<file path="src/rtl/cv_pad_pkg.sv">
// Controller port types
// Host joystick layout and keypad codes
package cv_pad_pkg;

        localparam int N_PADS   = 2;
        localparam int N_KEYS   = 20;
        localparam int N_KEYPAD = 14;

        typedef logic [31:0]       host_joy_t;
        typedef logic [N_KEYS-1:0] key_vec_t;

        // Bit positions in the host joystick word
        localparam int HJ_RIGHT = 0;
        localparam int HJ_LEFT = 1;
        localparam int HJ_DOWN = 2;
        localparam int HJ_UP = 3;
        localparam int HJ_FIRE1 = 4;
        localparam int HJ_FIRE2 = 5;
        localparam int HJ_ASTERISK = 6;
        localparam int HJ_NUMBER = 7;
        localparam int HJ_DIGIT0 = 8;
        localparam int HJ_PURPLE = 18;
        localparam int HJ_BLUE = 19;

        // Key vector positions, keypad keys occupy 0 to N_KEYPAD-1
        localparam int POS_DIGIT0 = 0;
        localparam int POS_ASTERISK = 10;
        localparam int POS_NUMBER = 11;
        localparam int POS_PURPLE = 12;
        localparam int POS_BLUE = 13;
        localparam int POS_UP = 14;
        localparam int POS_DOWN = 15;
        localparam int POS_LEFT = 16;
        localparam int POS_RIGHT = 17;
        localparam int POS_FIRE1 = 18;
        localparam int POS_FIRE2 = 19;

        typedef enum logic [3:0] {
                KEY_0 = 4'b0011, KEY_1 = 4'b1110, KEY_2 = 4'b1101, KEY_3 = 4'b0110,
                KEY_4 = 4'b0001, KEY_5 = 4'b1001, KEY_6 = 4'b0111, KEY_7 = 4'b1100,
                KEY_8 = 4'b1000, KEY_9 = 4'b1011, KEY_ASTERISK = 4'b1010,
                KEY_NUMBER = 4'b0101, KEY_PURPLE = 4'b0100, KEY_BLUE = 4'b0010,
                KEY_NONE = 4'b1111
        } key_code_e;

        // Port code for each keypad position, in key vector order
        localparam key_code_e KEY_CODES [N_KEYPAD] = '{
                KEY_0, KEY_1, KEY_2, KEY_3, KEY_4, KEY_5, KEY_6, KEY_7, KEY_8, KEY_9,
                KEY_ASTERISK, KEY_NUMBER, KEY_PURPLE, KEY_BLUE
        };

endpackage

</file>
<file path="src/rtl/cv_sys_pkg.sv">
// System configuration types
// Register map, RAM modes and cartridge loader constants
package cv_sys_pkg;

        // ============================================================
        // APB register map
        // ============================================================
        typedef logic [3:0] apb_addr_t;

        localparam apb_addr_t REG_CTRL   = 4'h0;
        localparam apb_addr_t REG_STATUS = 4'h4;

        // REG_CTRL fields
        localparam int CTRL_SWAP_BIT = 0;
        localparam int CTRL_RAM_LSB  = 1;
        localparam int CTRL_RAM_MSB  = 2;

        // RAM size modes, the unnamed value 3 acts as SGM
        typedef enum logic [1:0] {
                RAM_1K  = 2'd0,
                RAM_8K  = 2'd1,
                RAM_SGM = 2'd2
        } ram_size_e;

        localparam int RAM_1K_AW = 10;
        localparam int RAM_8K_AW = 13;

        // ============================================================
        // Cartridge loader
        // ============================================================
        typedef logic [5:0] cart_page_t;

        localparam int IOCTL_AW = 25;

        // Download index of an SG-1000 image
        localparam logic [4:0] SG_INDEX = 5'd2;
        // 8K block at 0x2000 that probes for expansion RAM
        localparam logic [11:0] EXT_BLOCK = 12'd1;

endpackage

</file>
<file path="src/rtl/cv_pad_if.sv">
// Controller pad interface
`timescale 1ns/10ps

interface cv_pad_if import cv_pad_pkg::*; ();

        // Active-high keys in key vector order
        key_vec_t    keys;

        // Active-low selects from the console
        logic        sel_keypad_n;
        logic        sel_joy_n;

        // Encoded port value
        logic [3:0]  port_nib;
        logic        fire_n;

        modport router (
                output keys
        );

        modport encoder (
                input  keys, sel_keypad_n, sel_joy_n,
                output port_nib, fire_n
        );

endinterface

</file>
<file path="src/rtl/cv_cfg_regs.sv">
// Configuration registers
// APB slave for swap and RAM size settings
`timescale 1ns/10ps

module cv_cfg_regs import cv_sys_pkg::*; (
        input  logic        clk_sys,
        input  logic        reset_i,

        // APB slave, no wait states
        input  logic        psel_i,
        input  logic        penable_i,
        input  logic        pwrite_i,
        input  apb_addr_t   paddr_i,
        input  logic [7:0]  pwdata_i,
        output logic [7:0]  prdata_o,

        // Loader status for readback
        input  logic        sg1000_i,
        input  logic        extram_i,
        input  cart_page_t  cart_pages_i,

        output logic        swap_o,
        output ram_size_e   ram_size_o
);

        logic access;
        logic ctrl_wr;

        // Access phase of a transfer
        assign access  = psel_i & penable_i;
        assign ctrl_wr = access & pwrite_i & (paddr_i == REG_CTRL);

        // ============================================================
        // Control register
        // ============================================================
        always_ff @(posedge clk_sys) begin
                if (reset_i) begin
                        swap_o     <= 1'b0;
                        ram_size_o <= RAM_1K;
                end else if (ctrl_wr) begin
                        swap_o     <= pwdata_i[CTRL_SWAP_BIT];
                        ram_size_o <= ram_size_e'(pwdata_i[CTRL_RAM_MSB:CTRL_RAM_LSB]);
                end
        end

        // ============================================================
        // Read mux
        // ============================================================
        always_comb begin
                prdata_o = '0;
                if (access && !pwrite_i) begin
                        case (paddr_i)
                                REG_CTRL: begin
                                        prdata_o[CTRL_SWAP_BIT] = swap_o;
                                        prdata_o[CTRL_RAM_MSB:CTRL_RAM_LSB] = ram_size_o;
                                end
                                REG_STATUS: begin
                                        prdata_o = {cart_pages_i, extram_i, sg1000_i};
                                end
                                // Unmapped addresses read zero
                                default: begin
                                        prdata_o = '0;
                                end
                        endcase
                end
        end

endmodule

</file>
<file path="src/rtl/cv_joy_router.sv">
// Joystick router
// Player swap and host bit reordering
`timescale 1ns/10ps

module cv_joy_router import cv_pad_pkg::*; (
        input  host_joy_t        joy_a_i,
        input  host_joy_t        joy_b_i,
        input  logic             swap_i,
        cv_pad_if.router         pads [N_PADS]
);

        // Host word to key vector order
        function automatic key_vec_t map_keys(input host_joy_t joy);
                key_vec_t k;
                for (int d = 0; d < 10; d++) begin
                        k[POS_DIGIT0 + d] = joy[HJ_DIGIT0 + d];
                end
                k[POS_ASTERISK] = joy[HJ_ASTERISK];
                k[POS_NUMBER]   = joy[HJ_NUMBER];
                k[POS_PURPLE]   = joy[HJ_PURPLE];
                k[POS_BLUE]     = joy[HJ_BLUE];
                k[POS_UP]       = joy[HJ_UP];
                k[POS_DOWN]     = joy[HJ_DOWN];
                k[POS_LEFT]     = joy[HJ_LEFT];
                k[POS_RIGHT]    = joy[HJ_RIGHT];
                k[POS_FIRE1]    = joy[HJ_FIRE1];
                k[POS_FIRE2]    = joy[HJ_FIRE2];
                return k;
        endfunction

        host_joy_t joy_p0;
        host_joy_t joy_p1;

        // Player 0 takes joy_a unless swapped
        assign joy_p0 = swap_i ? joy_b_i : joy_a_i;
        assign joy_p1 = swap_i ? joy_a_i : joy_b_i;

        assign pads[0].keys = map_keys(joy_p0);
        assign pads[1].keys = map_keys(joy_p1);

endmodule

</file>
<file path="src/rtl/cv_pad_encoder.sv">
// Controller port encoder
`timescale 1ns/10ps

module cv_pad_encoder import cv_pad_pkg::*; (
        cv_pad_if.encoder pad
);

        key_code_e   kp_nib;
        logic        kp_fire_n;
        logic [3:0]  joy_nib;
        logic        joy_fire_n;

        // ============================================================
        // Keypad side
        // ============================================================
        // Scan from the top so the lowest pressed position wins
        always_comb begin
                kp_nib    = KEY_NONE;
                kp_fire_n = 1'b1;
                if (!pad.sel_keypad_n) begin
                        for (int i = N_KEYPAD - 1; i >= 0; i--) begin
                                if (pad.keys[i]) begin
                                        kp_nib = KEY_CODES[i];
                                end
                        end
                        // Fire 2 sits on the keypad strobe
                        kp_fire_n = ~pad.keys[POS_FIRE2];
                end
        end

        // ============================================================
        // Joystick side
        // ============================================================
        always_comb begin
                joy_nib    = 4'b1111;
                joy_fire_n = 1'b1;
                if (!pad.sel_joy_n) begin
                        joy_nib = ~{pad.keys[POS_UP], pad.keys[POS_DOWN],
                                    pad.keys[POS_LEFT], pad.keys[POS_RIGHT]};
                        joy_fire_n = ~pad.keys[POS_FIRE1];
                end
        end

        // Both sides share the open-collector port lines
        assign pad.port_nib = kp_nib & joy_nib;
        assign pad.fire_n   = kp_fire_n & joy_fire_n;

endmodule

</file>
<file path="src/rtl/cv_cart_map.sv">
// Cartridge loader and RAM address map
`timescale 1ns/10ps

module cv_cart_map import cv_sys_pkg::*; #(
        // CPU RAM address width, 13 or more
        parameter int RAM_AW = 15
) (
        input  logic                clk_sys,
        input  logic                reset_i,

        input  logic                ioctl_wr_i,
        input  logic [IOCTL_AW-1:0] ioctl_addr_i,
        input  logic [7:0]          ioctl_index_i,
        input  logic [7:0]          ioctl_dout_i,

        input  ram_size_e           ram_size_i,
        input  logic [RAM_AW-1:0]   cpu_ram_a_i,
        output logic [RAM_AW-1:0]   ram_a_o,

        output logic                sg1000_o,
        output logic                extram_o,
        output cart_page_t          cart_pages_o
);

        localparam logic [RAM_AW-1:0] MASK_1K = RAM_AW'({RAM_1K_AW{1'b1}});
        localparam logic [RAM_AW-1:0] MASK_8K = RAM_AW'({RAM_8K_AW{1'b1}});

        logic [RAM_AW-1:0] ram_mask;

        // ============================================================
        // Download tracking
        // ============================================================
        always_ff @(posedge clk_sys) begin
                if (reset_i) begin
                        sg1000_o     <= 1'b0;
                        extram_o     <= 1'b0;
                        cart_pages_o <= '0;
                end else if (ioctl_wr_i) begin
                        cart_pages_o <= ioctl_addr_i[19:14];
                        // New image starts
                        if (ioctl_addr_i == '0) begin
                                extram_o <= 1'b0;
                                sg1000_o <= (ioctl_index_i[4:0] == SG_INDEX);
                        end
                        // SG-1000 image filled with FF at 0x2000 means extra RAM
                        if (ioctl_addr_i[24:13] == EXT_BLOCK && sg1000_o) begin
                                extram_o <= ((ioctl_addr_i[12:0] == '0) | extram_o) &
                                            (&ioctl_dout_i);
                        end
                end
        end

        // ============================================================
        // RAM address mask
        // ============================================================
        always_comb begin
                case (ram_size_i)
                        RAM_8K:  ram_mask = MASK_8K;
                        RAM_1K:  ram_mask = MASK_1K;
                        // SGM on SG-1000 is only 8K
                        default: ram_mask = sg1000_o ? MASK_8K : '1;
                endcase
                if (extram_o) begin
                        ram_mask = '1;
                end
        end

        assign ram_a_o = cpu_ram_a_i & ram_mask;

endmodule

</file>
<file path="src/rtl/cv_ctrl_top.sv">
// Console glue top level
`timescale 1ns/10ps

module cv_ctrl_top import cv_pad_pkg::*, cv_sys_pkg::*; #(
        parameter int RAM_AW = 15
) (
        input  logic                     clk_sys,
        input  logic                     reset_i,

        input  logic                     psel_i,
        input  logic                     penable_i,
        input  logic                     pwrite_i,
        input  apb_addr_t                paddr_i,
        input  logic [7:0]               pwdata_i,
        output logic [7:0]               prdata_o,

        input  logic                     ioctl_wr_i,
        input  logic [IOCTL_AW-1:0]      ioctl_addr_i,
        input  logic [7:0]               ioctl_index_i,
        input  logic [7:0]               ioctl_dout_i,

        input  host_joy_t                joy_a_i,
        input  host_joy_t                joy_b_i,
        input  logic [N_PADS-1:0]        ctrl_sel_keypad_n_i,
        input  logic [N_PADS-1:0]        ctrl_sel_joy_n_i,
        output logic [N_PADS-1:0][3:0]   ctrl_nib_o,
        output logic [N_PADS-1:0]        ctrl_fire_n_o,

        input  logic [RAM_AW-1:0]        cpu_ram_a_i,
        output logic [RAM_AW-1:0]        ram_a_o
);

        logic        swap;
        ram_size_e   ram_size;
        logic        sg1000;
        logic        extram;
        cart_page_t  cart_pages;

        cv_pad_if pad_if [N_PADS] ();

        cv_cfg_regs cv_cfg_regs_inst (
                .clk_sys, .reset_i, .psel_i, .penable_i, .pwrite_i, .paddr_i,
                .pwdata_i, .prdata_o, .sg1000_i(sg1000), .extram_i(extram),
                .cart_pages_i(cart_pages), .swap_o(swap), .ram_size_o(ram_size)
        );

        cv_cart_map #(.RAM_AW(RAM_AW)) cv_cart_map_inst (
                .clk_sys, .reset_i, .ioctl_wr_i, .ioctl_addr_i, .ioctl_index_i,
                .ioctl_dout_i, .ram_size_i(ram_size), .cpu_ram_a_i, .ram_a_o,
                .sg1000_o(sg1000), .extram_o(extram), .cart_pages_o(cart_pages)
        );

        cv_joy_router cv_joy_router_inst (
                .joy_a_i, .joy_b_i, .swap_i(swap), .pads(pad_if)
        );

        // One encoder per player
        for (genvar g = 0; g < N_PADS; g++) begin : gen_pad
                assign pad_if[g].sel_keypad_n = ctrl_sel_keypad_n_i[g];
                assign pad_if[g].sel_joy_n    = ctrl_sel_joy_n_i[g];

                cv_pad_encoder cv_pad_encoder_inst (
                        .pad(pad_if[g])
                );

                assign ctrl_nib_o[g]    = pad_if[g].port_nib;
                assign ctrl_fire_n_o[g] = pad_if[g].fire_n;
        end

endmodule

</file>
<file path="config.mk">
export PLATFORM = sky130hd
export DESIGN_NAME = cv_ctrl_top
export DESIGN_NICKNAME = d
export VERILOG_FILES = /design/src/rtl/cv_pad_pkg.sv /design/src/rtl/cv_sys_pkg.sv /design/src/rtl/cv_pad_if.sv /design/src/rtl/cv_cfg_regs.sv /design/src/rtl/cv_joy_router.sv /design/src/rtl/cv_pad_encoder.sv /design/src/rtl/cv_cart_map.sv /design/src/rtl/cv_ctrl_top.sv
export SDC_FILE = /design/constraint.sdc
export NUM_CORES = 1
export LEC_CHECK = 0
export ABC_AREA = 1
export BUFFER_PORTS_ARGS = -buffer_cell sky130_fd_sc_hd__buf_2
export CORE_ASPECT_RATIO = 0.75
export CORE_MARGIN = 2
export CORE_UTILIZATION = 27
export DETAILED_ROUTE_END_ITERATION = 16
export MAX_ROUTING_LAYER = met4
export PLACE_DENSITY_LB_ADDON = 0.05
export SLEW_MARGIN = 10
export SYNTH_ARGS = -nofsm -noshare
export SYNTH_HDL_FRONTEND = slang
export SYNTH_SLANG_ARGS = --single-unit
</file>
<file path="constraint.sdc">
create_clock -name clk_sys -period 5.4 [get_ports clk_sys]
set_input_delay 1.62 -clock clk_sys [delete_from_list [all_inputs] [get_ports clk_sys]]
set_output_delay 1.62 -clock clk_sys [all_outputs]
set_load 0.05 [all_outputs]
</file>
==> impl_metrics.toml, run 1 <==
[synth]
synth-compound-area-share = 0.204
synth_cell_types = 29
synth.avg_cell_area_um2 = 5.11
netlist_instances = 369
yosysTopAreaCellShare = 0.191
synthXorXnorAreaFrac = 0
synth.area.mux_share = 0
yosysWarnings = 0
syn-cell-area_mm2 = 0.00189
syn_nets = 511
synth-seq-cells = 11
yosys.area_share.adder = 0
yosys.area_share.simple = 0.451
synth_top_family_by_area = "simple AND/OR/NAND/NOR gates"
yosys.area.top_type = "nand2_1"
yosysSeqAreaShare = 0.117
netlist_top_cells_area = "nand2_1 (19%), nor2_1 (14%), inv_1 (12%)"

[worst_setup_path]
cp-start-kind = "input port"
slowest_stage = "nand3_1"
cp.required_ps = 3780
cp-endpoint = "prdata_o[0]"
worstPathArrival_ps = 2970
cp.buffers_inverters = 3
reg2reg_from = "cv_cart_map_inst.sg1000_o$_SDFFE_PP0P_"
crit_cells = 7
critPathMaxFanout = 6
slowest_delay_ps = 310
crit_type = "input port to output port"
r2r_cells = 8
critical-path-top-delay-family = "simple AND/OR/NAND/NOR gates"
setup.worst_path.end_class = "output port"
cp-startpoint = "paddr_i[1]"
r2r_slack_ps = 4280
worstPathCellList = "buf_2 > nor2_1 > nand3_1 > o22ai_1 > inv_1 > nor2_1 > buf_2"
reg2reg_to = "cv_cart_map_inst.extram_o$_SDFFE_PP0P_"

[global_route]
grt_pass1_vias = 2258
grt_pass1_wl_um = 9830
gr-total-overflow = 0
grt_max_degree = 60
grt_usage = 0.156
antenna_found_initial = 0

[clocking]
ctsResizeCount = 0
clkTransAtPathRegs_ps = 50
cts.hold.buffers_added = 0
clkSinkCount = 11
cts_buffer_depth = 2
h-tree-depth = 1
cts_tree = "yes"
cts_root_buffer = "clkbuf_8"
cts_setup_buffers = 0
clock_latency_ps = 230
numCtsBuffers = 3

[power_and_ir_drop]
ir_drop_uv = 88.8
finalPower_uw = 308
power_leakage_uw = 0.00143
power_density_mw_per_mm2 = 125

[worst_hold_path]
min_from = "cv_cart_map_inst.sg1000_o$_SDFFE_PP0P_"
hold_path.class = "flip-flop to flip-flop"

[place]
portBuffers = 122
dp.cells = 555
place_area_mm2 = 0.00242
place_congestion = 0.776
dpl.hpwl_um = 5030

[floorplan]
die_w_um = 100
ioPinCount = 175
core-area_mm2 = 0.00680
rows = 26
die_h_um = 76.4
dieArea_mm2 = 0.00767
start_util = 0.277

[detailed_routing]
drc = 0
post_drt_wl_per_cell_um = 10.6
drt_iter0_drc = 58
num_vias = 2487
antenna_left = 0
routed_wl_um = 5910
firstDrtPassIters = 4
viasPerCell = 4.45

[timing]
slew_headroom = 0.635
fin_tns_setup_ps = 0
max_freq_ghz = 0.218
drv_slew = 0
finalCriticalPeriod_ps = 4590
rsz0062_at_grt = "false"
fin_crit_sh = 0.851
hold_viol = 0
fin_skew_ps = 0.120
setup_viol = 0
worst_pin_slew_ps = 542

[finish]
fin_nets = 618
post-route-cell-area_mm2 = 0.00247
layout-drive-gt1-share = 0.299
diodes = 0
n_fill_cell = 828
fin_util = 0.363
area_growth_pct = 30.9
final_cells = 559

[outcome]
status = "complete, no violations"

[run]
drv_cap = 0
[where the power goes]
| part | switching (uW) | internal (uW) |
|---|---|---|
| Sequential | 1.28 | 84.5 |
| Clock | 31.4 | 51.9 |
| Combinational | 85.0 | 53.4 |
| Total | 118 | 190 |
[cells in the mapped netlist, drive strengths merged]
master	instances
dfxtp	11
o22ai	1
nor4	2
o21a	2
nand4	5
or2	1
and3	1
a21oi	18
nand2	98
buf	20
nor3b	5
nor3	11
inv	64
nor2	69
nand3b	1
clkbuf	1
o21ai	48
nand3	11
[how the worst min path moves through the flow]
stage | to | slack [ps] | cells after the start
3_3_place_gp | cv_cart_map_inst.sg1000_o$_SDFFE_PP0P_ | 470 | 2
2_1_floorplan | cv_cart_map_inst.sg1000_o$_SDFFE_PP0P_ | 450 | 2
5_1_grt | cv_cart_map_inst.sg1000_o$_SDFFE_PP0P_ | 500 | 2
3_5_place_dp | cv_cart_map_inst.cart_pages_o[5]$_SDFFE_PP0P_ | 470 | 2
4_1_cts | cv_cart_map_inst.cart_pages_o[5]$_SDFFE_PP0P_ | 490 | 2
6_report | cv_cart_map_inst.sg1000_o$_SDFFE_PP0P_ | 490 | 2
[layer usage]
layer  GRT usage  vias up  wire length, um
met5           -        -                0
met4      0.0205        0               19
met3      0.0257        2              309
met2       0.236       66             2560
met1       0.223     1068             3020
li1            -     1351                -
[metrics by stage]
step | hold slack (ps) | worst slack [ps]
after floorplan | 446 | 522
after global placement | 471 | 847
after detailed placement | 475 | 814
after CTS | 492 | 821
after global routing | 504 | 583
final | 488 | 805
[worst reg2reg max path, delay by kind of cell (launching register included)]
| family | cells | cell delay, ps |
|---|---|---|
| and+or+nand+nor | 8 | 700 |
| DFF | 1 | 350 |
[sequential cells by signal (all words and copies together) (netlist names)]
register	flops
cv_cart_map_inst.cart_pages_o	6
cv_cfg_regs_inst.swap_o	1
cv_cart_map_inst.sg1000_o	1
cv_cfg_regs_inst.ram_size_o	2
cv_cart_map_inst.extram_o	1
[layout by cell type, fill, tap and decap left out]
cell type / n
nor4_1: 2
dfxtp_1: 10
nor2_1: 68
nand3_1: 11
nand3b_1: 1
o22ai_1: 1
o21ai_0: 25
or2_2: 1
nor3_1: 11
inv_2: 1
buf_2: 122
dfxtp_2: 1
inv_1: 62
inv_4: 1
nand4_1: 5
o21ai_1: 18
nand2_2: 1
o21a_1: 2
clkbuf_1: 1
nor3b_1: 5
buf_4: 1
nand2_4: 1
nand2_1: 96
nor2_2: 1
o21ai_2: 5
and3_1: 1
a21oi_2: 4
a21oi_1: 14
clkbuf_8: 3
[cells by family after synthesis]
kind of cell	count (synthesis)
simple gates	204
buf+inv	85
compound gates	69
flops	11
[final cells by class]
cell class	instances	area [um^2]	area share
Timing Repair Buffer	123	618	0.250
Tap cell	84	105	0.0426
Inverter	64	243	0.0983
Clock buffer	4	45.0	0.0182
Sequential cell	11	221	0.0897
Multi-Input combinational cell	273	1240	0.501
No activity file was read; power rests on OpenSTA's default activity.
==> run 2: changes to the inputs <==
--- a/config.mk
+++ b/config.mk
@@ -11,7 +11,6 @@
 export CORE_MARGIN = 2
 export CORE_UTILIZATION = 27
 export DETAILED_ROUTE_END_ITERATION = 16
-export MAX_ROUTING_LAYER = met4
 export PLACE_DENSITY_LB_ADDON = 0.05
 export SLEW_MARGIN = 10
 export SYNTH_ARGS = -nofsm -noshare
==> impl_metrics.toml, run 2 (same netlist as run 1, synthesis figures left out) <==
[floorplan]
ioPinCount = 175
dieArea_mm2 = 0.00767
die_h_um = 76.4
rows = 26
die_w_um = 100
start_util = 0.277
core-area_mm2 = 0.00680

[worst_setup_path]
cp-startpoint = "paddr_i[1]"
worstPathArrival_ps = 2960
setup.worst_path.end_class = "output port"
slowest_delay_ps = 310
reg2reg_from = "cv_cart_map_inst.sg1000_o$_SDFFE_PP0P_"
cp.required_ps = 3780
critical-path-top-delay-family = "simple AND/OR/NAND/NOR gates"
worstPathCellList = "buf_2 > nor2_1 > nand3_1 > o22ai_1 > inv_1 > nor2_1 > buf_2"
r2r_slack_ps = 4280
r2r_cells = 8
slowest_stage = "nand3_1"
cp.buffers_inverters = 3
cp-start-kind = "input port"
reg2reg_to = "cv_cart_map_inst.extram_o$_SDFFE_PP0P_"
crit_type = "input port to output port"
critPathMaxFanout = 6

[clocking]
ctsResizeCount = 0
cts_buffer_depth = 2
clock_latency_ps = 230
cts.hold.buffers_added = 0
clkTransAtPathRegs_ps = 50
h-tree-depth = 1
clkSinkCount = 11
cts_root_buffer = "clkbuf_8"
cts_setup_buffers = 0
cts_tree = "yes"
numCtsBuffers = 3

[timing]
setup_viol = 0
hold_viol = 0
fin_skew_ps = 0.121
fin_tns_setup_ps = 0
fin_crit_sh = 0.849
worst_pin_slew_ps = 542
setup_slack_ps = 817
rsz0062_at_grt = "false"
finalCriticalPeriod_ps = 4580
max_freq_ghz = 0.218
slew_headroom = 0.635
drv_slew = 0

[place]
portBuffers = 122
post-place-ws_ps = 814
place_congestion = 0.766
dpl.hpwl_um = 5030
dp.cells = 555

[finish]
fin_nets = 618
n_fill_cell = 828
reg_top3 = "cv_cart_map_inst.cart_pages_o: 6 flops, cv_cfg_regs_inst.ram_size_o: 2 flops"
layout_common_cells = "buf_2 (122), nand2_1 (96), nor2_1 (68)"
layout-drive-gt1-share = 0.299
final_cells = 559
diodes = 0
regMostFlops = "cv_cart_map_inst.cart_pages_o"
final_common_cell = "buf_2"
largest_reg_flops = 6
area_growth_pct = 30.9

[detailed_routing]
antenna_left = 0
routed_wl_um = 5910
num_vias = 2485
drt_iter0_drc = 63
drc = 0
firstDrtPassIters = 4
post_drt_wl_per_cell_um = 10.6
viasPerCell = 4.45

[worst_hold_path]
hold_path.class = "flip-flop to flip-flop"
hold_depth = 2
min_from = "cv_cart_map_inst.sg1000_o$_SDFFE_PP0P_"
min_to = "cv_cart_map_inst.sg1000_o$_SDFFE_PP0P_"

[run]
drv_cap = 0

[global_route]
grt_usage = 0.151
gr-total-overflow = 0
antenna_found_initial = 0
grt_pass1_vias = 2264
grt_pass1_wl_um = 9800
grt_max_degree = 60

[outcome]
status = "complete, no violations"

[power_and_ir_drop]
power_density_mw_per_mm2 = 125
power_leakage_uw = 0.00143
ir_drop_uv = 88.6
run 2: cell counts in the layout (fill, tap and decap cells not counted):
Identical to the previous run, type by type.
run 2: per-layer routing:
layer  wire [um]  GRT usage
met1        3000      0.219
met2        2520      0.236
met3         355     0.0303
met4          27     0.0233
met5           0          0
run 2: how the worst max path moves through the flow:
stage,endpoint,slack [ps],cells past startpoint
floorplan,prdata_o[3],520,3
global placement,prdata_o[0],850,7
detailed placement,prdata_o[0],810,7
CTS,prdata_o[0],820,7
global route,prdata_o[0],590,7
finish,prdata_o[0],820,7
run 2: area by class of cell:
class                      count  area [um^2]  share of cell area
inverter                      64          243              0.0983
clock buffer                   4         45.0              0.0182
sequential                    11          221              0.0897
multi-input combinational    273         1240               0.501
timing repair buffer         123          618               0.250
tap                           84          105              0.0426
run 2: power breakdown:
group	internal (uW)	switching (uW)	leakage [uW]
combinational	53.4	85.0	0.00132
sequential	84.5	1.28	0.0000907
clock	51.9	31.4	0.0000228
run 2: stage by stage:
| step | util | area [um^2] | total power [uW] | hold WS (ps) |
|---|---|---|---|---|
| after floorplan | - | 1890 | 189 | 446 |
| after global placement | 0.356 | 2420 | 226 | 471 |
| after detailed placement | 0.356 | 2420 | 227 | 475 |
| after CTS | 0.363 | 2470 | 311 | 492 |
| after global routing | 0.363 | 2470 | 333 | 504 |
| final | 0.363 | 2470 | 308 | 490 |
run 2: tightest hold or removal path, delay by kind of cell, from the launching register on:
family	cells	cell delay [ps]
flops	1	320
compound gates	1	60
simple gates	1	60
